$ cat src/hdl/aes_defines.svh
/*
  AES-128 engine constants
  round count, block width and columns per block
*/
`ifndef AES_DEFINES_SVH
`define AES_DEFINES_SVH

// cipher rounds for a 128-bit key
`define AES_ROUNDS 10
// block and key width in bits
`define AES_BLOCK_BITS 128
// 32-bit columns per block
`define AES_NB 4

`endif

$ cat src/hdl/aesBlockPkg.sv
/*
  AES block data types
  bytes, columns and the 128-bit state seen as bytes or as words
*/
`include "aes_defines.svh"

package aesBlockPkg;

  // one state byte
  typedef logic [7:0] aesByte;
  // one column, row 0 in the top byte
  typedef logic [31:0] aesWord;

  // b[0] sits at bits 127:120, b[4*c+r] is row r of column c
  // w[0] is the leftmost column, w[c] holds b[4*c] to b[4*c+3]
  typedef union packed {
    aesByte [0:`AES_BLOCK_BITS/8-1] b;
    aesWord [0:`AES_NB-1]           w;
  } aesBlock;

  // multiply by x modulo the AES polynomial
  function automatic aesByte gfDouble(aesByte a);
    return {a[6:0], 1'b0} ^ (a[7] ? 8'h1b : 8'h00);
  endfunction

  // general GF(2^8) product, shift and add
  function automatic aesByte gfMul(aesByte a, aesByte b);
    aesByte acc;
    aesByte x;
    acc = '0;
    x   = a;
    for (int i = 0; i < 8; i++) begin
      if (b[i]) acc = acc ^ x;
      x = gfDouble(x);
    end
    return acc;
  endfunction

endpackage

$ cat src/hdl/aesCtrlPkg.sv
/*
  AES engine control types
  request payload, round kind and key register operation
*/
package aesCtrlPkg;

  // one request, key and data travel together with the direction
  typedef struct packed {
    aesBlockPkg::aesBlock key;
    aesBlockPkg::aesBlock data;
    logic                 decrypt;
  } aesReq;

  // initial is AddRoundKey only, final skips the column mixing
  typedef enum logic [1:0] {
    kindInitial,
    kindMiddle,
    kindFinal
  } aesRoundKind;

  // what the key register does on the next edge
  typedef enum logic [1:0] {
    keyHold,
    keyLoad,
    keyForward,
    keyBackward
  } aesKeyOp;

endpackage

$ cat src/hdl/aesKeySchedule.sv
/*
  AES-128 on-the-fly round key register
  steps one round key forward or backward per cycle, with its own Rcon
*/
`timescale 1ns/1ps
`include "aes_defines.svh"

module aesKeySchedule (
  input  logic                 clk,
  input  logic                 arstN,
  input  aesCtrlPkg::aesKeyOp  keyOp,
  input  aesBlockPkg::aesBlock keyIn,
  output aesBlockPkg::aesBlock roundKey
);

  aesBlockPkg::aesBlock keyQ;
  aesBlockPkg::aesBlock nextKey;
  aesBlockPkg::aesBlock prevKey;
  aesBlockPkg::aesByte  rconQ;
  aesBlockPkg::aesByte  halfRcon;
  aesBlockPkg::aesWord  lastWord;
  aesBlockPkg::aesWord  rotWord;
  aesBlockPkg::aesWord  subWord;
  aesBlockPkg::aesByte  subOut [4];

  // divide by x, inverse of gfDouble
  function automatic aesBlockPkg::aesByte gfHalf(aesBlockPkg::aesByte a);
    return a[0] ? (((a ^ 8'h1b) >> 1) | 8'h80) : (a >> 1);
  endfunction

  // going back, the old last word is w3 ^ w2 of the current key
  assign lastWord = (keyOp == aesCtrlPkg::keyBackward) ?
                    (keyQ.w[`AES_NB-1] ^ keyQ.w[`AES_NB-2]) : keyQ.w[`AES_NB-1];

  // RotWord, one byte left
  assign rotWord = {lastWord[23:0], lastWord[31:24]};

  // SubWord on the rotated word
  for (genvar i = 0; i < 4; i++) begin : gSbox
    aesSbox sbox (
      .in    (rotWord[31-8*i -: 8]),
      .sub   (subOut[i]),
      .invSub()
    );
  end

  assign subWord  = {subOut[0], subOut[1], subOut[2], subOut[3]};
  assign halfRcon = gfHalf(rconQ);
  assign roundKey = keyQ;

  always_comb begin
    // forward: each word chains off the new word to its left
    nextKey.w[0] = keyQ.w[0] ^ subWord ^ {rconQ, 24'h0};
    for (int i = 1; i < `AES_NB; i++) begin
      nextKey.w[i] = nextKey.w[i-1] ^ keyQ.w[i];
    end
    // backward: neighbours of the current key give words 1..3
    prevKey.w[0] = keyQ.w[0] ^ subWord ^ {halfRcon, 24'h0};
    for (int i = 1; i < `AES_NB; i++) begin
      prevKey.w[i] = keyQ.w[i] ^ keyQ.w[i-1];
    end
  end

  // round constant, halved before use when stepping back
  always_ff @(posedge clk or negedge arstN) begin
    if (!arstN) begin
      rconQ <= 8'h01;
    end else begin
      case (keyOp)
        aesCtrlPkg::keyLoad:     rconQ <= 8'h01;
        aesCtrlPkg::keyForward:  rconQ <= aesBlockPkg::gfDouble(rconQ);
        aesCtrlPkg::keyBackward: rconQ <= halfRcon;
        default:                 rconQ <= rconQ;
      endcase
    end
  end

  // key word storage
  always_ff @(posedge clk) begin
    case (keyOp)
      aesCtrlPkg::keyLoad:     keyQ <= keyIn;
      aesCtrlPkg::keyForward:  keyQ <= nextKey;
      aesCtrlPkg::keyBackward: keyQ <= prevKey;
      default:                 keyQ <= keyQ;
    endcase
  end

endmodule

$ cat src/hdl/aesSbox.sv
/*
  AES S-box, forward and inverse, computed from the field inverse
  no table, both directions come out together
*/
`timescale 1ns/1ps

module aesSbox (
  input  aesBlockPkg::aesByte in,
  output aesBlockPkg::aesByte sub,
  output aesBlockPkg::aesByte invSub
);

  aesBlockPkg::aesByte invIn;
  aesBlockPkg::aesByte preInv;

  // rotate a byte left by n
  function automatic aesBlockPkg::aesByte rotl(aesBlockPkg::aesByte a, int n);
    return (a << n) | (a >> (8 - n));
  endfunction

  // a^254, which is a^-1 for nonzero a and maps 0 to 0
  function automatic aesBlockPkg::aesByte gfInv(aesBlockPkg::aesByte a);
    aesBlockPkg::aesByte x2;
    aesBlockPkg::aesByte x3;
    aesBlockPkg::aesByte x12;
    aesBlockPkg::aesByte x15;
    aesBlockPkg::aesByte t;
    x2  = aesBlockPkg::gfMul(a, a);
    x3  = aesBlockPkg::gfMul(x2, a);
    x12 = aesBlockPkg::gfMul(x3, x3);
    x12 = aesBlockPkg::gfMul(x12, x12);
    x15 = aesBlockPkg::gfMul(x12, x3);
    // four squarings give x^240
    t = x15;
    for (int i = 0; i < 4; i++) begin
      t = aesBlockPkg::gfMul(t, t);
    end
    // 240 + 12 + 2
    t = aesBlockPkg::gfMul(t, x12);
    return aesBlockPkg::gfMul(t, x2);
  endfunction

  // forward affine map, b = a ^ rotations 1..4 ^ 0x63
  function automatic aesBlockPkg::aesByte affine(aesBlockPkg::aesByte a);
    return a ^ rotl(a, 1) ^ rotl(a, 2) ^ rotl(a, 3) ^ rotl(a, 4) ^ 8'h63;
  endfunction

  // inverse affine map, rotations 1, 3, 6 and constant 0x05
  function automatic aesBlockPkg::aesByte invAffine(aesBlockPkg::aesByte a);
    return rotl(a, 1) ^ rotl(a, 3) ^ rotl(a, 6) ^ 8'h05;
  endfunction

  // forward path: inverse then affine
  assign invIn  = gfInv(in);
  assign sub    = affine(invIn);

  // inverse path: undo the affine map, then invert
  assign preInv = invAffine(in);
  assign invSub = gfInv(preInv);

endmodule

$ cat config.mk
export PLATFORM = sky130hd
export DESIGN_NAME = aesKeySchedule
export DESIGN_NICKNAME = d
export VERILOG_FILES = /design/src/hdl/aesBlockPkg.sv /design/src/hdl/aesCtrlPkg.sv /design/src/hdl/aesKeySchedule.sv /design/src/hdl/aesSbox.sv
export VERILOG_INCLUDE_DIRS = /design/src /design/src/hdl
export SDC_FILE = /design/constraint.sdc
export NUM_CORES = 2
export LEC_CHECK = 0
export BUFFER_PORTS_ARGS = -buffer_cell sky130_fd_sc_hd__buf_2
export CAP_MARGIN = 20
export CORE_ASPECT_RATIO = 0.7
export CORE_MARGIN = 2
export CORE_UTILIZATION = 35
export CTS_BUF_LIST = sky130_fd_sc_hd__clkbuf_16
export DETAILED_ROUTE_END_ITERATION = 8
export SETUP_SLACK_MARGIN = 0.15
export SYNTH_ARGS = -nofsm -noshare
export SYNTH_HDL_FRONTEND = slang
export SYNTH_SLANG_ARGS = --single-unit
$ cat constraint.sdc
create_clock -name clk -period 43.6 [get_ports clk]
set_input_delay 8.72 -clock clk [delete_from_list [all_inputs] [get_ports clk]]
set_output_delay 8.72 -clock clk [all_outputs]
set_load 0.05 [all_outputs]
---- Word level (Yosys, flattened, before mapping) ----
Cells that the tools add are included.
storage, ports and cells
  bits in latches ......................... 0
  ROM bits ................................ 0
  register bits after elaboration ......... 136
  word-level logic and storage cells ...... 1334
  memories ................................ 0
  memory bits (writable) .................. 0
  output and inout bits ................... 128
operators by class
  divide/modulo/power cells ............... 0
  mux-type cells .......................... 665
  equality and inequality tests ........... 3
  reductions and logical operators ........ 1
  shifts and indexed selects .............. 0
  add/subtract/negate cells ............... 0
  $lt $le $gt $ge ......................... 0
  bitwise gates (word level) .............. 663
  multipliers ............................. 0
operator list
  cell                  count
  $xor A8 B8 Y8         632
  $mux W8               353
  $mux W5               309
  $pmux W128 S3         1
  $xor A32 B32 Y32      9
  $mux W32              1
  $or A8 B1 Y8          4
  $or A8 B2 Y8          4
  $or A8 B3 Y8          4
  $or A8 B4 Y8          4
  $pmux W8 S3           1
  $not A4 Y4            5
  $xor A8 B5 Y8         1
  $eq A2 B2 Y1 const B  2
  $reduce_bool A3 Y1    1
  $eq A2 B1 Y1 const B  1

---- Depth between registers and ports, before layout ----
  depth in word-level cells ............... 190
  mapped depth ............................ 90
  depth with buffers taken out ............ 76

---- Modules after synthesis ----
Synthesis repeated with hierarchy kept, for this count alone.
unflattened totals
  cell total of the unflattened synthesis .. 12415
  area, all modules ....................... 99260.2 µm²
by module, submodules not included
  module                        cells an instance  times used  sequential area each (µm²)  area an instance (µm²)
  aesSbox at gSbox[1].sbox ...  2890               3           0.0                         22564.1
  aesSbox at gSbox[0].sbox      2870               1           0.0                         22172.5
  aesKeySchedule                875                1           4045.1                      9395.3

---- Worst setup path before layout ----
No wires, ideal clock.
  path type ............................... input to register
  start ................................... input port keyOp[0]
  end ..................................... register keyQ, in the netlist roundKey[67], data pin
  path buffers ............................ 16
  data required time ...................... 43.340 ns
  stages .................................. 85
  path slack .............................. 14.564 ns
  arrival ................................. 28.776 ns
  path through ............................ buf_6 buf_6 buf_4 nand3_1 xor2_2 inv_2 buf_2 clkbuf_1 ha_1 buf_2 xnor3_1 and3_1 o32a_1 nor2_1 a21oi_1 xor2_1 buf_2 nand3_1 [... 49 more ...] xnor3_1 xnor3_1 mux2i_1 o221ai_1 xor2_1 xnor3_1 buf_4 xor2_2 xnor2_2 xnor2_1 a221oi_1 xnor3_1 xor2_2 xnor3_1 xor2_1 nor2_1 xnor2_1 mux2_2
between the ends
  cells in the longest elaborated chain, start to end .. 180
  elaborated cells between the ends (all ways) .. 335
  classes of those cells .................. eq/ne (3); mux (167); bitwise (165)
RTL lines
  item                                      RTL line                                    source
  from (decl)                               aesKeySchedule.sv:11                        input aesCtrlPkg::aesKeyOp keyOp,
  $eq A2 B2 Y1                              aesKeySchedule.sv:32, aesKeySchedule.sv:80
  $mux W32                                  aesKeySchedule.sv:32                        assign lastWord = (keyOp == aesCtrlPkg::keyBackward) ?
  $mux W5, or another cell as far along     aesBlockPkg.sv:23                           return {a[6:0], 1'b0} ^ (a[7] ? 8'h1b : 8'h00);
  $xor A8 B8 Y8 (on tied branches)          aesBlockPkg.sv:23, aesBlockPkg.sv:33
  $xor A8 B8 Y8 or $mux W8 (tied branches)  aesBlockPkg.sv:33                           if (b[i]) acc = acc ^ x;
  $mux W8 or $xor A8 B8 Y8 (tied branches)  aesBlockPkg.sv:33
  $xor A8 B8 Y8 or $mux W8 (tied branches)  aesBlockPkg.sv:33
  $mux W8 or $xor A8 B8 Y8 (tied branches)  aesBlockPkg.sv:33
  [... 160 more ...]                        --
  $mux W8                                   aesBlockPkg.sv:33
  $xor A8 B8 Y8                             aesBlockPkg.sv:33
  $mux W8                                   aesBlockPkg.sv:33
  $or A8 B1 Y8                              aesSbox.sv:18                               return (a << n) | (a >> (8 - n));
  $xor A8 B8 Y8 (4 in a row)                aesSbox.sv:45                               return a ^ rotl(a, 1) ^ rotl(a, 2) ^ rotl(a, 3) ^ rotl(a, 4) ^ 8'h63;
  $xor A32 B32 Y32 (2 in a row)             aesKeySchedule.sv:53                        nextKey.w[0] = keyQ.w[0] ^ subWord ^ {rconQ, 24'h0};
  $xor A32 B32 Y32                          aesKeySchedule.sv:55                        nextKey.w[i] = nextKey.w[i-1] ^ keyQ.w[i];
  $pmux W128 S3 *                           aesKeySchedule.sv:80                        case (keyOp)
  to (signal assigned)                      aesKeySchedule.sv:81                        aesCtrlPkg::keyLoad: keyQ <= keyIn;
  to (signal assigned)                      aesKeySchedule.sv:82                        aesCtrlPkg::keyForward: keyQ <= nextKey;
  to (signal assigned)                      aesKeySchedule.sv:83                        aesCtrlPkg::keyBackward: keyQ <= prevKey;
  to (decl)                                 aesKeySchedule.sv:16                        aesBlockPkg::aesBlock keyQ;
Mark *: on every way between the ends. The rest lies on a longest branch, timed or not.
A chain may end at the register's enable or synchronous reset.

---- Worst setup path after layout ----
  start ................................... input port keyOp[1]
  end ..................................... register keyQ, in the netlist roundKey[7], data pin
between the ends
  cells in the longest elaborated chain, start to end .. 182
  elaborated cells between the ends (all ways) .. 337
  classes of those cells .................. eq/ne (3); mux (167); bitwise (167)
RTL lines
  item                                      RTL line
  $eq A2 B2 Y1                              aesKeySchedule.sv:32, aesKeySchedule.sv:80
  $mux W32                                  aesKeySchedule.sv:32
  $mux W5, or another cell as far along     aesBlockPkg.sv:23
  $xor A8 B8 Y8 (on tied branches)          aesBlockPkg.sv:23, aesBlockPkg.sv:33
  $xor A8 B8 Y8 or $mux W8 (tied branches)  aesBlockPkg.sv:33
  $mux W8 or $xor A8 B8 Y8 (tied branches)  aesBlockPkg.sv:33
  $xor A8 B8 Y8 or $mux W8 (tied branches)  aesBlockPkg.sv:33
  $mux W8 or $xor A8 B8 Y8 (tied branches)  aesBlockPkg.sv:33
  [... 160 more ...]                        --
  $mux W8                                   aesBlockPkg.sv:33
  $xor A8 B8 Y8                             aesBlockPkg.sv:33
  $mux W8                                   aesBlockPkg.sv:33
  $or A8 B1 Y8                              aesSbox.sv:18
  $xor A8 B8 Y8 (4 in a row)                aesSbox.sv:45
  $xor A32 B32 Y32 (2 in a row)             aesKeySchedule.sv:53
  $xor A32 B32 Y32 (3 in a row)             aesKeySchedule.sv:55
  $pmux W128 S3 *                           aesKeySchedule.sv:80
Marks and branches as above.

==> results.cfg <==
[run_status]
outcome = finished clean

[timing]
period_needed_ps = 35070
drv_slew = 0
hold_viol_final = 0
setup_violations = 0
setup_tns_ps = 0
finClkSkew_ps = 19.47
rsz0062_at_grt = false
maxSlewHeadroom_pct = 21.99
finalCritPeriodShare_pct = 80.43
max_freq_ghz = 0.02852
tightest_slew_ps = 1164

[clock_network]
cts_root_buf = clkbuf_16
path_clk_slew_ps = 70
cts_tree = yes
postCtsHoldBufs = 0
insertion_delay_ps = 520
post_cts_buffers = 0
cts.path.max_buffers = 2
cts_sinks = 136
h-tree-depth = 4
cts_buffers = 17
cts-resized-gates = 0

[routing]
wire_per_inst_um = 19.91
dr.pass1.iters = 6
drt-total-wl_mm = 180.7
viasPerCell = 5.562
drt_iter0_drc = 5290
drcViolationCount = 0
postRouteAntennaNets = 0
num_vias = 50480

[global_route]
grt_pass1_vias = 46470
grt_usage_pct = 20.87
grt-ovfl-total = 0
grt_pass1_wl_mm = 278.6
grt_max_degree = 74
antenna_found_initial = 11

[setup_path]
max_stage_delay_ps = 870
path_delay_family = XOR/XNOR gates
crit_path_frequent_cell = xnor2_1
start_kind = primary input
cp_num_buf_inv = 8
crit_slowest_cell = xor2_1
cp_data_required_time_ps = 43850
end_kind = register
critPathArrivalTime_ps = 35320
worstPathMaxFanout = 57
path_class = in -> reg

[synthesis]
yosysWarnings = 0
synth_edf_count = 128
yosys_most_used_dff = edfxtp_1
ys_seq_elements = 136
synth_cell_types = 123
syn_area_mm2 = 0.05682
netlist_instances = 6948
avgSynthCellArea_um2 = 8.179
async_reset_ff_share_pct = 5.882
synth_nets = 7108
ys_seq_area_share_pct = 7.119

[floorplan]
dieArea_mm2 = 0.1656
start_util_pct = 35.30
std_cell_rows = 123
core_area_mm2 = 0.1610
ios = 260
fp.dieH_um = 341.1
die_x_um = 485.6

[layout]
final_cell_mix = xnor2_1, nor2_1, nand2_1, xor2_1, xnor3_1
area_growth_pct = 6.802
layout-drive-gt1-share_pct = 12.88
layout_commonest_cell = xnor2_1
multi_input_area_mm2 = 0.05040
regArea_mm2 = 0.004045
fill_cells = 16510
layout.nets = 7096

[place]
dp_hpwl_mm = 137.4
gp_congestion = 0.9214
port_buffers = 259

[worst_hold_path]
hold_class = reg -> reg

[flow_run]
maxCapViolCount = 0
==> sequential cells by signal (all words and copies together), names as in the netlist <==
signal,cells
rconQ,8
roundKey,128
==> tightest hold or removal path, delay by kind of cell (launching register included) <==
kind	cells	cell delay [ps]
flip-flops	1	430
AO/OA/AOI/OAI	1	50
AND/OR/NAND/NOR	1	130
==> metrics by stage <==
stage,utilization (%),std cells,hold slack (ps),worst slack (ps),area [um^2]
CTS,37.68,9070,603.2,8616,60650
floorplan,-,6948,673.6,14560,56820
detailed placement,37.33,9038,595.3,8188,60090
global route,37.70,9077,674.4,6484,60690
finish,37.70,9077,616.7,8535,60690
global placement,37.33,9038,579.9,9027,60090
==> final cells by class <==
cell class | instances | share of cell area (%)
diodes | 3 | 0.01237
clock buffers | 17 | 0.7010
clock inverters | 15 | 0.2288
inverters | 116 | 0.7257
multi-input cells | 6238 | 83.05
flip-flops and latches | 136 | 6.665
well taps | 2125 | 4.381
repair buffers | 427 | 4.239
==> synthesized netlist by cell type (27+ instances only) <==
| library cell | instances | area [um^2] |
|---|---|---|
| xnor2_1 | 1494 | 13090 |
| nor2_1 | 892 | 3348 |
| nand2_1 | 561 | 2106 |
| xor2_1 | 409 | 3582 |
| xnor3_1 | 338 | 7612 |
| clkbuf_1 | 271 | 1017 |
| a21oi_1 | 269 | 1346 |
| o21ai_0 | 217 | 1086 |
| mux2i_1 | 180 | 1802 |
| nor3_1 | 167 | 835.8 |
| nand3_1 | 158 | 790.8 |
| mux2_2 | 151 | 1700 |
| edfxtp_1 | 128 | 3844 |
| buf_2 | 118 | 590.6 |
| inv_1 | 90 | 337.8 |
| xnor2_2 | 90 | 1464 |
| o22ai_1 | 78 | 488.0 |
| nand2b_1 | 66 | 412.9 |
| a211oi_1 | 64 | 480.5 |
| o211ai_1 | 56 | 420.4 |
| or3_1 | 55 | 344.1 |
| and2_1 | 54 | 337.8 |
| a31oi_1 | 48 | 300.3 |
| and3_1 | 48 | 300.3 |
| xor2_2 | 42 | 683.2 |
| a22oi_1 | 41 | 307.8 |
| nor2b_1 | 40 | 250.2 |
| xor3_1 | 35 | 832.1 |
| nand4_1 | 34 | 212.7 |
| buf_4 | 31 | 232.7 |
| o21ai_1 | 29 | 145.1 |
| a211o_1 | 28 | 245.2 |
| ha_1 | 28 | 350.3 |
| nor4_1 | 28 | 175.2 |
| buf_1 | 27 | 101.4 |
==> per-layer routing <==
layer	share of wire (%)	vias to the layer above	track usage [%]
met2	43	1823	31.35
met4	2.9	4	6.445
li1	-	24050	-
met3	6.7	168	2.377
met5	0.014	-	0
met1	47	24440	30.96
==> worst paths after layout <==
| check | cells past startpoint | slack, ps | startpoint | end |
|---|---|---|---|---|
| worst max-delay path | 70 | 8530 | keyOp[1] | roundKey[7]$_DFFE_PP_ |
| min in group asynchronous | 1 | 8050 | arstN | rconQ[4]$_DFFE_PN0P_ |
| worst max register to register | 70 | 16890 | roundKey[56]$_DFFE_PP_ | roundKey[7]$_DFFE_PP_ |
| worst min register to register | 2 | 620 | rconQ[0]$_DFFE_PN1P_ | rconQ[0]$_DFFE_PN1P_ |
| max in group asynchronous | 1 | 35300 | arstN | rconQ[0]$_DFFE_PN1P_ |
| worst min-delay path | 2 | 620 | rconQ[0]$_DFFE_PN1P_ | rconQ[0]$_DFFE_PN1P_ |
==> kinds of logic (layout without fill, tap and decap cells) <==
family,Yosys count,in the layout,share of synthesized area (%)
AOI/OAI and AO/OA,1191,1191,14.24
xor gates and xnor gates,2437,2437,49.24
adders and majority gates,30,30,0.6518
buffers and inverters,574,575,4.402
DFF,136,136,7.119
muxes,334,334,6.231
other,0,3,0
and+or+nand+nor,2246,2246,18.12
Power is left out: the tool's default activity adds up to more than one toggle a clock period on the data nets, which glitch-free logic cannot reach.
