**src/hdl/aes_defines.svh**
```systemverilog
/*
  AES-128 engine constants
  round count, block width and columns per block
*/
`ifndef AES_DEFINES_SVH
`define AES_DEFINES_SVH

// cipher rounds for a 128-bit key
`define AES_ROUNDS 10
// block and key width in bits
`define AES_BLOCK_BITS 128
// 32-bit columns per block
`define AES_NB 4

`endif

```
**src/hdl/aesBlockPkg.sv**
```systemverilog
/*
  AES block data types
  bytes, columns and the 128-bit state seen as bytes or as words
*/
`include "aes_defines.svh"

package aesBlockPkg;

  // one state byte
  typedef logic [7:0] aesByte;
  // one column, row 0 in the top byte
  typedef logic [31:0] aesWord;

  // b[0] sits at bits 127:120, b[4*c+r] is row r of column c
  // w[0] is the leftmost column, w[c] holds b[4*c] to b[4*c+3]
  typedef union packed {
    aesByte [0:`AES_BLOCK_BITS/8-1] b;
    aesWord [0:`AES_NB-1]           w;
  } aesBlock;

  // multiply by x modulo the AES polynomial
  function automatic aesByte gfDouble(aesByte a);
    return {a[6:0], 1'b0} ^ (a[7] ? 8'h1b : 8'h00);
  endfunction

  // general GF(2^8) product, shift and add
  function automatic aesByte gfMul(aesByte a, aesByte b);
    aesByte acc;
    aesByte x;
    acc = '0;
    x   = a;
    for (int i = 0; i < 8; i++) begin
      if (b[i]) acc = acc ^ x;
      x = gfDouble(x);
    end
    return acc;
  endfunction

endpackage

```
**src/hdl/aesCtrlPkg.sv**
```systemverilog
/*
  AES engine control types
  request payload, round kind and key register operation
*/
package aesCtrlPkg;

  // one request, key and data travel together with the direction
  typedef struct packed {
    aesBlockPkg::aesBlock key;
    aesBlockPkg::aesBlock data;
    logic                 decrypt;
  } aesReq;

  // initial is AddRoundKey only, final skips the column mixing
  typedef enum logic [1:0] {
    kindInitial,
    kindMiddle,
    kindFinal
  } aesRoundKind;

  // what the key register does on the next edge
  typedef enum logic [1:0] {
    keyHold,
    keyLoad,
    keyForward,
    keyBackward
  } aesKeyOp;

endpackage

```
**src/hdl/aesSequencer.sv**
```systemverilog
/*
  AES engine sequencer
  request/response handshake, round counter, state register, key control
*/
`timescale 1ns/1ps
`include "aes_defines.svh"

module aesSequencer (
  input  logic                    clk,
  input  logic                    arstN,
  input  logic                    reqValid,
  output logic                    reqReady,
  input  aesCtrlPkg::aesReq       req,
  output logic                    respValid,
  input  logic                    respReady,
  output aesBlockPkg::aesBlock    resp,
  output aesCtrlPkg::aesKeyOp     keyOp,
  output aesBlockPkg::aesBlock    keyIn,
  output aesBlockPkg::aesBlock    roundIn,
  output aesCtrlPkg::aesRoundKind roundKind,
  output logic                    decrypt,
  input  aesBlockPkg::aesBlock    roundOut
);

  localparam logic [3:0] lastRound  = 4'(`AES_ROUNDS);
  localparam logic [3:0] lastExpand = 4'(`AES_ROUNDS - 1);

  // expand only runs for decrypt, to reach the last round key
  typedef enum logic [1:0] {
    phaseIdle,
    phaseExpand,
    phaseRounds,
    phaseHold
  } seqPhase;

  seqPhase              phase;
  logic [3:0]           cnt;
  logic                 decryptQ;
  logic                 accept;
  aesBlockPkg::aesBlock stateQ;

  assign reqReady  = (phase == phaseIdle);
  assign accept    = reqValid && reqReady;
  assign respValid = (phase == phaseHold);
  assign resp      = stateQ;
  assign roundIn   = stateQ;
  assign decrypt   = decryptQ;
  // key goes straight in, loaded on the accepting edge
  assign keyIn     = req.key;

  // counter 0 is the initial add, lastRound the final round
  always_comb begin
    if (cnt == '0) begin
      roundKind = aesCtrlPkg::kindInitial;
    end else if (cnt == lastRound) begin
      roundKind = aesCtrlPkg::kindFinal;
    end else begin
      roundKind = aesCtrlPkg::kindMiddle;
    end
  end

  // key steps with every round except the last one
  always_comb begin
    keyOp = aesCtrlPkg::keyHold;
    case (phase)
      phaseIdle: begin
        if (accept) keyOp = aesCtrlPkg::keyLoad;
      end
      phaseExpand: begin
        keyOp = aesCtrlPkg::keyForward;
      end
      phaseRounds: begin
        if (cnt != lastRound) begin
          keyOp = decryptQ ? aesCtrlPkg::keyBackward : aesCtrlPkg::keyForward;
        end
      end
      default: begin
        keyOp = aesCtrlPkg::keyHold;
      end
    endcase
  end

  // phase and counter
  always_ff @(posedge clk or negedge arstN) begin
    if (!arstN) begin
      phase    <= phaseIdle;
      cnt      <= '0;
      decryptQ <= 1'b0;
    end else begin
      case (phase)
        phaseIdle: begin
          if (accept) begin
            cnt      <= '0;
            decryptQ <= req.decrypt;
            phase    <= req.decrypt ? phaseExpand : phaseRounds;
          end
        end
        phaseExpand: begin
          // ten forward steps, counter restarts for the rounds
          if (cnt == lastExpand) begin
            cnt   <= '0;
            phase <= phaseRounds;
          end else begin
            cnt <= cnt + 4'd1;
          end
        end
        phaseRounds: begin
          if (cnt == lastRound) begin
            phase <= phaseHold;
          end else begin
            cnt <= cnt + 4'd1;
          end
        end
        default: begin
          // result waits here under back-pressure
          if (respReady) phase <= phaseIdle;
        end
      endcase
    end
  end

  // state register, data at acceptance, then one round per cycle
  always_ff @(posedge clk) begin
    if (accept) begin
      stateQ <= req.data;
    end else if (phase == phaseRounds) begin
      stateQ <= roundOut;
    end
  end

endmodule

```
**config.mk**
```make
export PLATFORM = sky130hd
export DESIGN_NAME = aesSequencer
export DESIGN_NICKNAME = d
export VERILOG_FILES = /design/src/hdl/aesBlockPkg.sv /design/src/hdl/aesCtrlPkg.sv /design/src/hdl/aesSequencer.sv
export VERILOG_INCLUDE_DIRS = /design/src /design/src/hdl
export SDC_FILE = /design/constraint.sdc
export NUM_CORES = 1
export LEC_CHECK = 0
export ABC_AREA = 0
export BUFFER_PORTS_ARGS = -buffer_cell sky130_fd_sc_hd__buf_2
export CORE_AREA = 2 2 306 308
export CTS_CLUSTER_SIZE = 40
export DETAILED_ROUTE_END_ITERATION = 8
export DIE_AREA = 0 0 308 310
export MAX_ROUTING_LAYER = met4
export PLACE_DENSITY = 0.3
export SLEW_MARGIN = 20
export SYNTH_ARGS = -nofsm -noshare
export SYNTH_HDL_FRONTEND = slang
export SYNTH_SLANG_ARGS = --single-unit
export TNS_END_PERCENT = 5
```
**constraint.sdc**
```tcl
create_clock -name clk -period 9.4 [get_ports clk]
set_input_delay 1.41 -clock clk [delete_from_list [all_inputs] [get_ports clk]]
set_output_delay 1.41 -clock clk [all_outputs]
set_load 0.01 [all_outputs]
```
Yosys cells after proc, flatten, opt, wreduce, memory -nomap -nowiden
Index checks and enable logic that the tools add are counted.
{ "op_classes": {"n_addsub": 1, "eq_ne": 10, "muxes": 18, "n_reduce_logical": 9} }
{ "ops": {"columns": ["op", "count"], "rows": [
  ["128-bit 2-to-1 mux", 2],
  ["2-bit 2-to-1 mux", 8],
  ["4-bit 2-to-1 mux", 3],
  ["2-bit one-hot mux with 3 select lines", 2],
  ["4-bit one-hot mux with 3 select lines", 1],
  ["4-bit == test (second input constant)", 2],
  ["2-bit != test (second input constant)", 3],
  ["4-bit by 1-bit adder with 4-bit output (second input constant)", 1],
  ["2-bit == test (second input constant)", 2],
  ["4-bit logical NOT", 1],
  ["4-bit != test (second input constant)", 1],
  ["4-bit AND reduction", 1],
  ["4-bit nonzero test", 1],
  ["3-bit AND reduction", 1],
  ["3-bit nonzero test", 1],
  ["2-bit by 1-bit == test with 1-bit output (second input constant)", 1],
  ["2-bit logical NOT", 1],
  ["1-bit 2-to-1 mux", 2],
  ["2-bit by 1-bit != test with 1-bit output (second input constant)", 1],
  ["2-bit AND reduction", 1],
  ["2-bit nonzero test", 1],
  ["1-bit logical AND", 1]
]} }
{ "totals": {"reg_bits": 135, "out_inout_bits": 391, "elab_cells": 42} }

Depth between registers and ports, before layout
Gate-level depths: netlist of the first run.
{ "depth": {"word_depth": 4, "mapped_depth": 7, "mapped_depth_nobuf": 6} }

Worst setup path after synthesis of the first run
OpenSTA, ideal clock, no wires.
{ "synth_timing": {"path_type": "in2reg", "from": "input port reqValid", "to": "register stateQ (netlist bit resp[0]), enable pin", "t_arrival_ps": 4828, "path_slack_ps": 4062, "setup_time_ps": 510, "path_buffers": 2, "stages": 4, "cell_sequence": "nand2_1 -> clkbuf_1 -> buf_2 -> nand2b_1"} }
{ "synth_between": {"elab_chain_cells": 2} }
{ "synth_lines": {"columns": ["element", "line_no", "text"], "rows": [
  ["start, declared", "aesSequencer.sv:11", "input logic reqValid,"],
  ["1-bit logical AND", "aesSequencer.sv:43", "assign accept = reqValid && reqReady;"],
  ["2-bit nonzero test (no line)", null, null],
  ["end signal, assigned", "aesSequencer.sv:125", "stateQ <= req.data;"],
  ["end signal, assigned", "aesSequencer.sv:127", "stateQ <= roundOut;"],
  ["end, declared", "aesSequencer.sv:40", "aesBlockPkg::aesBlock stateQ;"]
]} }
No other way between the ends.
A chain may end at the register's enable or synchronous reset.

Final worst setup path of the first run
{ "layout_timing": {"from": "input port reqValid", "to": "output port keyOp[0]"} }
{ "layout_between": {"elab_chain_cells": 3} }
{ "layout_lines": {"columns": ["element", "line_no", "text"], "rows": [
  ["1-bit logical AND", "aesSequencer.sv:43", null],
  ["1-bit 2-to-1 mux", "aesSequencer.sv:67", "if (accept) keyOp = aesCtrlPkg::keyLoad;"],
  ["2-bit one-hot mux with 3 select lines", "aesSequencer.sv:65", "case (phase)"],
  ["end, declared", "aesSequencer.sv:17", "output aesCtrlPkg::aesKeyOp keyOp,"]
]} }
No other way between the ends.

==> flow_summary.yaml, run 1 <==
placed_design:
  pre_cts_ws_ns: 5.740
  dp_cells: 2043
  numPortBuffers: 523
  hpwl_um: 24370
  place_congestion: 0.6936
logic_synthesis:
  synthCells: 589
  yosysWarnings: 0
  synth-seq-area-share: 0.5105
  ys_types: 33
  synthesis.nets: 987
  syn_area_mm2: 0.007873
  syn_avg_cell_area_um2: 13.37
  synth_seq_cells: 135
power_and_ir_drop:
  total_power_mw: 3.206
  p_sw_mw: 1.245
  p_clk_frac: 0.216
  p_sw_frac: 0.3884
  powerDensity_mw_per_mm2: 301.8
  p_seq_frac: 0.378
  p_int_mw: 1.961
  p_comb_frac: 0.406
  p_leak_nw: 4.425
  ir_drop_v: 0.0001203
die:
  start_util: 0.08512
  rows: 112
  ios: 780
  fp.dieArea_mm2: 0.09548
  core_area_mm2: 0.09249
  die_y_um: 310
  die_w_um: 308
setup_path:
  rr_endpoint: "resp[89]$_DFFE_PP_"
  worstSetupEndpointType: "output pin"
  critPathKind: "in -> out"
  r2r_slack_ns: 6.51
  r2r-start: "phase[1]$_DFFE_PN0P_"
  cp-startpoint: "reqValid"
  cp.required_ns: 7.99
  reg2reg_depth: 5
  endpoint: "keyOp[0]"
  crit_path_start_kind: "primary input"
  crit_fanout: 28
  cp.arrival_ns: 2.18
clocking:
  clk_pin_slew_ns: 0.07
  h-tree-depth: 4
  clk_latency_ns: 0.49
  ctsLongestPathBuffers: 2
  cts_tree: "yes"
  ctsHoldBuffers: 0
  cts_setup_buffers: 0
  root_buffer: "clkbuf_16"
  cts_made_buffers: 17
  clock-sinks: 135
  ctsResizeCount: 0
grt:
  grt_pass1_wl_um: 38960
  antenna_found_initial: 13
  met3_usage: 0.03147
  grt_use_met2: 0.1033
  met1_usage: 0.05449
  grt_pass1_vias: 5516
  grt_max_degree: 58
  overflow: 0
  grt_usage: 0.06253
  top_usage_layer: "met2"
sta:
  setup_violations: 0
  hold_violations: 0
  grt_setup_unrepaired: "no"
  setup_ws_ns: 5.811
  tightest_slew_ns: 0.8527
  skew_ns: 0.01414
  relSlewSlack: 0.4315
  period_share: 0.3818
  setup_tns_ns: 0
  period_needed_ns: 3.589
  fmax_ghz: 0.2786
  drv_slew: 0
route:
  route.detailed.drc: 0
  drtAntennaViolNets: 0
  drt_iter0_drc: 164
  via_per_inst: 2.566
  vias: 5334
  wl_um: 30120
  dr.pass1.iters: 4
  wl_per_cell_um: 14.49
min_path:
  hp-class: "reg -> reg"
  hold_path_startpoint: "decrypt$_DFFE_PN0N_"
layout:
  drive_above_1_share: 0.7902
  final_core_util: 0.1148
  final_cell_mix: "buf_2 (523), mux2_2 (128), edfxtp_1 (128), clkbuf_16 (17), ha_1 (9)"
  final_cells: 2079
  syn2layout_area_growth_pct: 34.92
  layout_commonest_cell: "buf_2"
  fin_nets: 1263
status:
  status: "complete, no violations"
job:
  drv_cap: 0
-- worst min-delay path by stage --
| stage | endpoint | slack (ns) | cells past startpoint |
|---|---|---|---|
| after floorplan | cnt[0]$_DFFE_PN0P_ | 0.51 | 1 |
| after global placement | decrypt$_DFFE_PN0N_ | 0.51 | 2 |
| after detailed placement | decrypt$_DFFE_PN0N_ | 0.51 | 2 |
| after CTS | decrypt$_DFFE_PN0N_ | 0.54 | 2 |
| after global routing | decrypt$_DFFE_PN0N_ | 0.57 | 2 |
| final | decrypt$_DFFE_PN0N_ | 0.53 | 2 |
-- cell usage after synthesis --
cell,instances,share of area
buf_4,256,0.24
edfxtp_1,128,0.49
mux2_2,128,0.18
ha_1,9,0.014
buf_2,8,0.0051
dfrtp_1,7,0.022
inv_1,6,0.0029
buf_1,5,0.0024
nand2_1,5,0.0024
a21oi_1,4,0.0025
a21o_1,3,0.0029
o21ai_0,3,0.0019
a22o_1,2,0.0022
mux2i_1,2,0.0025
nand2b_1,2,0.0016
nand3_1,2,0.0013
nor2_1,2,0.00095
nor3_1,2,0.0013
a211o_4,1,0.0022
a211oi_1,1,0.00095
and2b_1,1,0.00095
and3b_4,1,0.0016
and4bb_2,1,0.0016
clkbuf_1,1,0.00048
nand2b_4,1,0.0017
nand3b_1,1,0.00095
nor2b_1,1,0.00080
nor3_2,1,0.0013
nor4b_1,1,0.0011
o211ai_1,1,0.00095
o21ai_1,1,0.00064
o311ai_2,1,0.0021
or2_2,1,0.00080
-- through the flow --
stage          area, µm²  hold WS, ns
4_1_cts            10610       0.5353
3_5_place_dp       10050       0.5122
2_1_floorplan       7873       0.5137
3_3_place_gp       10050       0.5131
6_report           10620       0.5315
5_1_grt            10620       0.5729
-- layout make-up --
type,count,area [µm²]
clock buffers,18,429.2
repair buffers,527,2648
multi-input cells,178,1862
diodes,5,12.51
clock inverters,13,131.4
inverters,6,22.52
flip-flops and latches,135,4019
fillers,10537,81870
well taps,1197,1498
-- critical path: stages --
cell and delay [ns]:
buf_2 0.11, nand2_4 0.25, a21oi_1 0.25, buf_2 0.16
-- power by group through the flow --
stage | combinational [mW] | sequential [mW] | clock (mW)
after floorplan | 0.897 | 1.33 | 0
final | 1.30 | 1.21 | 0.692
after CTS | 1.34 | 1.23 | 0.744
after global routing | 1.44 | 1.25 | 0.759
after detailed placement | 1.34 | 1.24 | 0
after global placement | 1.36 | 1.23 | 0
-- registers in the layout, indices dropped and copies added (netlist names) --
signal / flops
cnt: 4
decrypt: 1
phase: 2
resp: 128
-- routing by layer --
layer	wire length, µm	vias up
met5	0	-
met1	10020	2448
met2	15240	412
li1	-	2369
met4	1772	0
met3	3088	105
-- cells by family (layout without fill, tap and decap cells) --
logic type,count (synthesis),after routing,synth area share
other,0,5,0
and+or+nand+nor,22,22,0.01828
DFF,135,135,0.5105
buffers and inverters,276,564,0.2549
adders and majority gates,9,9,0.01430
AOI/OAI and AO/OA,17,17,0.01637
muxes,130,130,0.1856
(Power assumes the default switching activity.)
==> run 2: changes to the inputs <==
--- a/config.mk
+++ b/config.mk
@@ -8,10 +8,10 @@
 export LEC_CHECK = 0
 export ABC_AREA = 0
 export BUFFER_PORTS_ARGS = -buffer_cell sky130_fd_sc_hd__buf_2
-export CORE_AREA = 2 2 306 308
+export CORE_AREA = 2 2 300 302
 export CTS_CLUSTER_SIZE = 40
 export DETAILED_ROUTE_END_ITERATION = 8
-export DIE_AREA = 0 0 308 310
+export DIE_AREA = 0 0 302 304
 export MAX_ROUTING_LAYER = met4
 export PLACE_DENSITY = 0.3
 export SLEW_MARGIN = 20
==> constraint.sdc (replaced) <==
create_clock -name clk -period 3.4 [get_ports clk]
set_input_delay 0.51 -clock clk [delete_from_list [all_inputs] [get_ports clk]]
set_output_delay 0.51 -clock clk [all_outputs]
set_load 0.01 [all_outputs]
==> run 2 against run 1 <==
Against the previous run:
- global-route usage fell by 0.31 points
- clock power rose to 2.7 times the previous value
- setup slack got worse by 5.0 ns
- first-iteration DRC count rose by 43%
==> flow_summary.yaml, run 2 (synthesized netlist as in run 1, its figures left out) <==
status:
  status: "complete, no violations"
sta:
  setup_tns_ns: 0
  relSlewSlack: 0.6818
  skew_ns: 0.02930
  hold_violations: 0
  period_needed_ns: 2.578
  fmax_ghz: 0.3879
  period_share: 0.7582
  drv_slew: 0
  setup_violations: 0
  tightest_slew_ns: 0.4744
  grt_setup_unrepaired: "no"
route:
  dr_wl_met2_um: 13670
  wl_per_cell_um: 13.17
  route.detailed.drc: 0
  met1_length_um: 9243
  via_per_inst: 2.547
  highest_layer: "met4"
  dr.pass1.iters: 4
  drtAntennaViolNets: 0
  route.met3.wl_um: 2913
  wl_um: 27150
  vias: 5250
  drt_iter0_drc: 235
die:
  core_area_mm2: 0.08905
  die_w_um: 302
  fp.dieArea_mm2: 0.09181
  start_util: 0.08841
  rows: 110
  ios: 780
  die_y_um: 304
clocking:
  clk_latency_ns: 0.49
  cts_tree: "yes"
  ctsResizeCount: 0
  h-tree-depth: 4
  clk_pin_slew_ns: 0.07
  ctsLongestPathBuffers: 2
  cts_made_buffers: 17
  root_buffer: "clkbuf_16"
  clock-sinks: 135
setup_path:
  crit_path_top_delay_cell: "dfrtp_1"
  critical_path.top_delay_family: "simple AND/OR/NAND/NOR gates"
  cp.arrival_ns: 2.07
  crit_fanout: 6
  critPathKind: "reg -> out"
  cp_num_buf_inv: 2
  path_cells: "inv_1, ha_1, and3b_4, and2b_1, nand2_1, a21oi_1, buf_2"
  worstSetupEndpointType: "output pin"
  cp.required_ns: 2.89
  crit_path_start_kind: "flop"
  max_stage_delay_ns: 0.43
grt:
  grt_pass1_vias: 5526
  grt_max_degree: 62
  antenna_found_initial: 7
  grt_usage: 0.05939
  grt_pass1_wl_um: 36890
  overflow: 0
layout:
  layout_commonest_cell: "buf_2"
  largest_reg_flops: 128
  final_cell_mix: "buf_2 (523), mux2_2 (128), edfxtp_1 (128), clkbuf_16 (17), ha_1 (9)"
  syn2layout_area_growth_pct: 35.74
  nFillCells: 10124
  fin_nets: 1269
  drive_above_1_share: 0.7925
placed_design:
  hpwl_um: 21780
  numPortBuffers: 523
  place_congestion: 0.6829
power_and_ir_drop:
  p_leak_nw: 4.479
  powerDensity_mw_per_mm2: 830.1
  ir_drop_v: 0.0003760
  total_power_mw: 8.871
min_path:
  hp-class: "in -> reg"
job:
  drv_cap: 0
-- run 2: cell count changes in the layout (fill, tap and decap cells not counted) --
cell           before  now
clkbuf_1            1    0
buf_4               4    5
clkinv_1            1    0
inv_6               2    1
dlygate4sd3_1       0    1
clkinv_4            0    2
buf_12              0    4
clkinvlp_4          4    3
clkinv_2            4    5
diode_2             5    3
-- run 2: through the flow --
stage                     std cells  cell area (µm²)  worst slack (ns)  hold WS, ns    util
final                          2061            10690            0.8223       0.3172  0.1200
after global routing           2061            10690            0.6281       0.2709  0.1200
after CTS                      2058            10680            0.7375       0.2542  0.1199
after detailed placement       2027            10110             1.128       0.3828  0.1135
after global placement         2027            10110             1.171       0.3859  0.1135
after floorplan                 589             7875           0.03701       0.2144       -
-- run 2: area by class of cell --
cell class / count / area, µm² / share of cell area
Timing Repair Buffer: 533 / 2745 / 0.2569
Clock inverter: 13 / 133.9 / 0.01253
Tap cell: 1176 / 1471 / 0.1377
Clock buffer: 17 / 425.4 / 0.03981
Inverter: 6 / 22.52 / 0.002107
Antenna cell: 3 / 7.507 / 0.0007025
Multi-Input combinational cell: 178 / 1862 / 0.1742
Sequential cell: 135 / 4019 / 0.3761
-- run 2: path summary, 6_finish.rpt --
path / cells past startpoint / from / endpoint / slack, ns
max: 7 / cnt[0]$_DFFE_PN0P_ / keyOp[0] / 0.82
min: 2 / req[27] / resp[26]$_DFFE_PP_ / 0.32
max reg2reg: 5 / phase[0]$_DFFE_PN0P_ / resp[116]$_DFFE_PP_ / 1.13
min reg2reg: 1 / cnt[0]$_DFFE_PN0P_ / cnt[0]$_DFFE_PN0P_ / 0.56
max in group asynchronous: 2 / arstN / cnt[0]$_DFFE_PN0P_ / 2.76
min in group asynchronous: 2 / arstN / phase[0]$_DFFE_PN0P_ / 0.44
-- run 2: where the power goes --
part           total (mW)  internal [mW]  switching, mW  leakage (nW)
clock                1.88           1.06          0.818         0.271
combinational        3.71           1.60           2.11          2.88
sequential           3.28           2.84          0.438          1.33
-- run 2: timing repair --
action                    4_1_cts  5_1_grt
hold endpoints to repair        7        0
hold buffers                    1        0
setup buffers                   0        0
-- run 2: worst reg2reg max path, delay by kind of cell (launching register included) --
family,cells,cell delay (ns)
buffers and inverters,2,0.46
and+or+nand+nor,1,0.28
DFF,1,0.45
muxes,1,0.53
adders and majority gates,1,0.31
-- run 2: layer usage --
layer | vias to the layer above | global-route usage
met4 | 0 | 0.03891
met2 | 363 | 0.09948
met1 | 2426 | 0.05256
met5 | - | -
met3 | 85 | 0.02956
li1 | 2376 | -
==> run 3: changes to the inputs <==
--- a/config.mk
+++ b/config.mk
@@ -6,12 +6,12 @@
 export SDC_FILE = /design/constraint.sdc
 export NUM_CORES = 1
 export LEC_CHECK = 0
-export ABC_AREA = 0
+export ABC_AREA = 1
 export BUFFER_PORTS_ARGS = -buffer_cell sky130_fd_sc_hd__buf_2
-export CORE_AREA = 2 2 300 302
+export CORE_AREA = 2 2 303 305
 export CTS_CLUSTER_SIZE = 40
 export DETAILED_ROUTE_END_ITERATION = 8
-export DIE_AREA = 0 0 302 304
+export DIE_AREA = 0 0 305 307
 export MAX_ROUTING_LAYER = met4
 export PLACE_DENSITY = 0.3
 export SLEW_MARGIN = 20
==> constraint.sdc (replaced) <==
create_clock -name clk -period 2.38 [get_ports clk]
set_input_delay 0.357 -clock clk [delete_from_list [all_inputs] [get_ports clk]]
set_output_delay 0.357 -clock clk [all_outputs]
set_load 0.01 [all_outputs]
==> run 3 against run 2 <==
Against the previous run:
- clock skew fell by 0.016 ns
- utilization barely moved
- final area rose by 1.6%
- final cell count rose by 15%
- via count rose by 26%
- sequential share of layout area fell by 0.56 points
- synthesized cell count rose by 50%
- clock power rose by 38%
- wire length rose by 50%
- global-route usage rose by 2.7 points
- non-clock buffer count rose by 11
- die area rose by 2.0%
- critical endpoint unchanged
- largest cell class unchanged
- largest power group unchanged
==> flow_summary.yaml, run 3 <==
logic_synthesis:
  synth_top_area_frac: 0.4798
  syn_avg_cell_area_um2: 9.042
  synth.area.top_cells: "edfxtp_1 (48%), buf_4 (24%), nand2_1 (19%), dfrtp_1 (2.2%), buf_6 (1.5%)"
  ys_types: 16
  ys_async_sr_fraction: 0.05185
  yosysTopAreaCell: "edfxtp_1"
  ys_dominant_reg_cell: "edfxtp_1"
  synth_seq_cells: 135
  synthCells: 886
  synth-seq-area-share: 0.5016
  synth_edf_count: 128
  synthesis.nets: 1284
  yosysWarnings: 0
  yosys-top-cells-count: "nand2_1 (416), buf_4 (256), edfxtp_1 (128)"
  yosysMostFrequentCell: "nand2_1"
  syn_area_mm2: 0.008011
layout:
  layout_commonest_cell: "buf_2"
  drive_above_1_share: 0.4958
  final_cell_mix: "buf_2 (522), nand2_1 (414), edfxtp_1 (128), clkbuf_16 (17), buf_4 (14)"
  fin_nets: 1563
  nFillCells: 10512
  syn2layout_area_growth_pct: 35.48
  largest_reg_flops: 128
clocking:
  clk_latency_ns: 0.47
  cts_setup_buffers: 0
  ctsLongestPathBuffers: 2
  h-tree-depth: 4
  root_buffer: "clkbuf_16"
  cts_made_buffers: 17
  clock-sinks: 135
  clk_pin_slew_ns: 0.07
  cts_tree: "yes"
grt:
  grt_max_degree: 78
  antenna_found_initial: 19
  overflow: 0
  grt_usage: 0.08605
  grt_pass1_vias: 6577
  grt_pass1_wl_um: 53610
route:
  drt_iter0_drc: 270
  route.detailed.drc: 0
  via_per_inst: 2.788
  drtAntennaViolNets: 0
  vias: 6614
  wl_per_cell_um: 17.14
  dr.pass1.iters: 4
  wl_um: 40660
sta:
  fmax_ghz: 0.4489
  setup_violations: 0
  period_needed_ns: 2.228
  relSlewSlack: 0.6965
  grt_setup_unrepaired: "no"
  setup_tns_ns: 0
  hold_violations: 0
  tightest_slew_ns: 0.4553
  drv_slew: 0
  period_share: 0.9360
  skew_ns: 0.01375
  setup_ws_ns: 0.1524
placed_design:
  place_congestion: 0.7699
  hpwl_um: 34370
  numPortBuffers: 523
  pre_cts_ws_ns: 0.4043
power_and_ir_drop:
  ir_drop_v: 0.0005446
  p_leak_nw: 5.188
  powerDensity_mw_per_mm2: 1266
die:
  core_area_mm2: 0.09069
  fp.dieArea_mm2: 0.09364
  die_y_um: 307
  start_util: 0.08834
  ios: 780
  die_w_um: 305
  rows: 111
job:
  drv_cap: 0
setup_path:
  cp.required_ns: 2.02
  crit_path_start_kind: "flop"
  critPathKind: "reg -> out"
  cp.arrival_ns: 1.87
  crit_fanout: 6
  worstSetupEndpointType: "output pin"
status:
  status: "complete, no violations"
min_path:
  hp-class: "in -> reg"
-- run 3: cell count changes in the layout (fill, tap and decap cells not counted), sizes merged, moves of 5 or more --
| cell | before | now |
|---|---|---|
| mux2 | 128 | 0 |
| buf | 532 | 543 |
| nand3 | 2 | 7 |
| nor2 | 2 | 7 |
| diode | 3 | 8 |
| inv | 7 | 18 |
| nand2 | 5 | 416 |
-- run 3: stage by stage --
| stage | instances | total power, mW | hold slack, ns | utilization | instance area [µm²] |
|---|---|---|---|---|---|
| 2_1_floorplan | 886 | 9.198 | 0.06141 | - | 8028 |
| 3_3_place_gp | 2331 | 11.48 | 0.2263 | 0.1130 | 10250 |
| 3_5_place_dp | 2331 | 11.45 | 0.2206 | 0.1130 | 10250 |
| 4_1_cts | 2364 | 14.23 | 0.08190 | 0.1194 | 10830 |
| 5_1_grt | 2369 | 14.79 | 0.1149 | 0.1196 | 10850 |
| 6_report | 2372 | 13.74 | 0.1542 | 0.1197 | 10850 |
-- run 3: cell families after synthesis --
logic type      Yosys count  share of synthesized area
compound gates           10                   0.007183
fa+ha+maj                 9                    0.01406
buf+inv                 300                     0.2730
flops                   135                     0.5016
simple gates            432                     0.2041
-- run 3: area by class of cell --
type,count,area [µm²],area share
clock buffers,18,429.2,0.03954
flip-flops and latches,135,4021,0.3705
repair buffers,544,2868,0.2642
diodes,8,20.02,0.001844
inverters,16,62.56,0.005764
clock inverters,14,127.6,0.01176
well taps,1186,1484,0.1367
multi-input cells,451,1842,0.1697
-- run 3: final timing paths --
check,from,endpoint,slack (ns),cells past startpoint
setup / recovery,phase[1]$_DFFE_PN0P_,keyOp[0],0.15,7
hold / removal,roundOut[12],resp[12]$_DFFE_PP_,0.15,3
setup reg to reg,phase[0]$_DFFE_PN0P_,resp[78]$_DFFE_PP_,0.61,6
hold reg to reg,decrypt$_DFFE_PN0N_,decrypt$_DFFE_PN0N_,0.57,2
max in group asynchronous,arstN,phase[0]$_DFFE_PN0P_,1.90,2
min in group asynchronous,arstN,cnt[0]$_DFFE_PN0P_,0.30,2
-- run 3: repair_timing --
action,4_1_cts,5_1_grt
hold buffers,1,0
endpoints found under the hold margin,7,0
endpoints found under the setup margin,1,2
gates resized for setup,4,4
pin swaps,0,0
-- run 3: worst max-delay path: stages, from the launching register on --
cell      delay [ns]
dfrtp_1         0.44
inv_2           0.13
ha_4            0.18
nand2_4         0.12
inv_4           0.12
nor2_1          0.07
a211oi_2        0.15
buf_4           0.17
-- run 3: routing by layer --
layer / track usage / part of all wire / vias to the layer above
met5: - / 0 / -
met4: 0.04202 / 0.044 / 0
met3: 0.03501 / 0.088 / 140
met2: 0.1583 / 0.55 / 396
met1: 0.07582 / 0.32 / 2970
li1: - / - / 3108
-- run 3: power by group --
part,internal [mW],total (mW),switching [mW],leakage (nW)
clock network,1.44,2.60,1.17,0.253
registers,4.22,5.04,0.820,1.33
logic,2.30,6.10,3.79,3.60
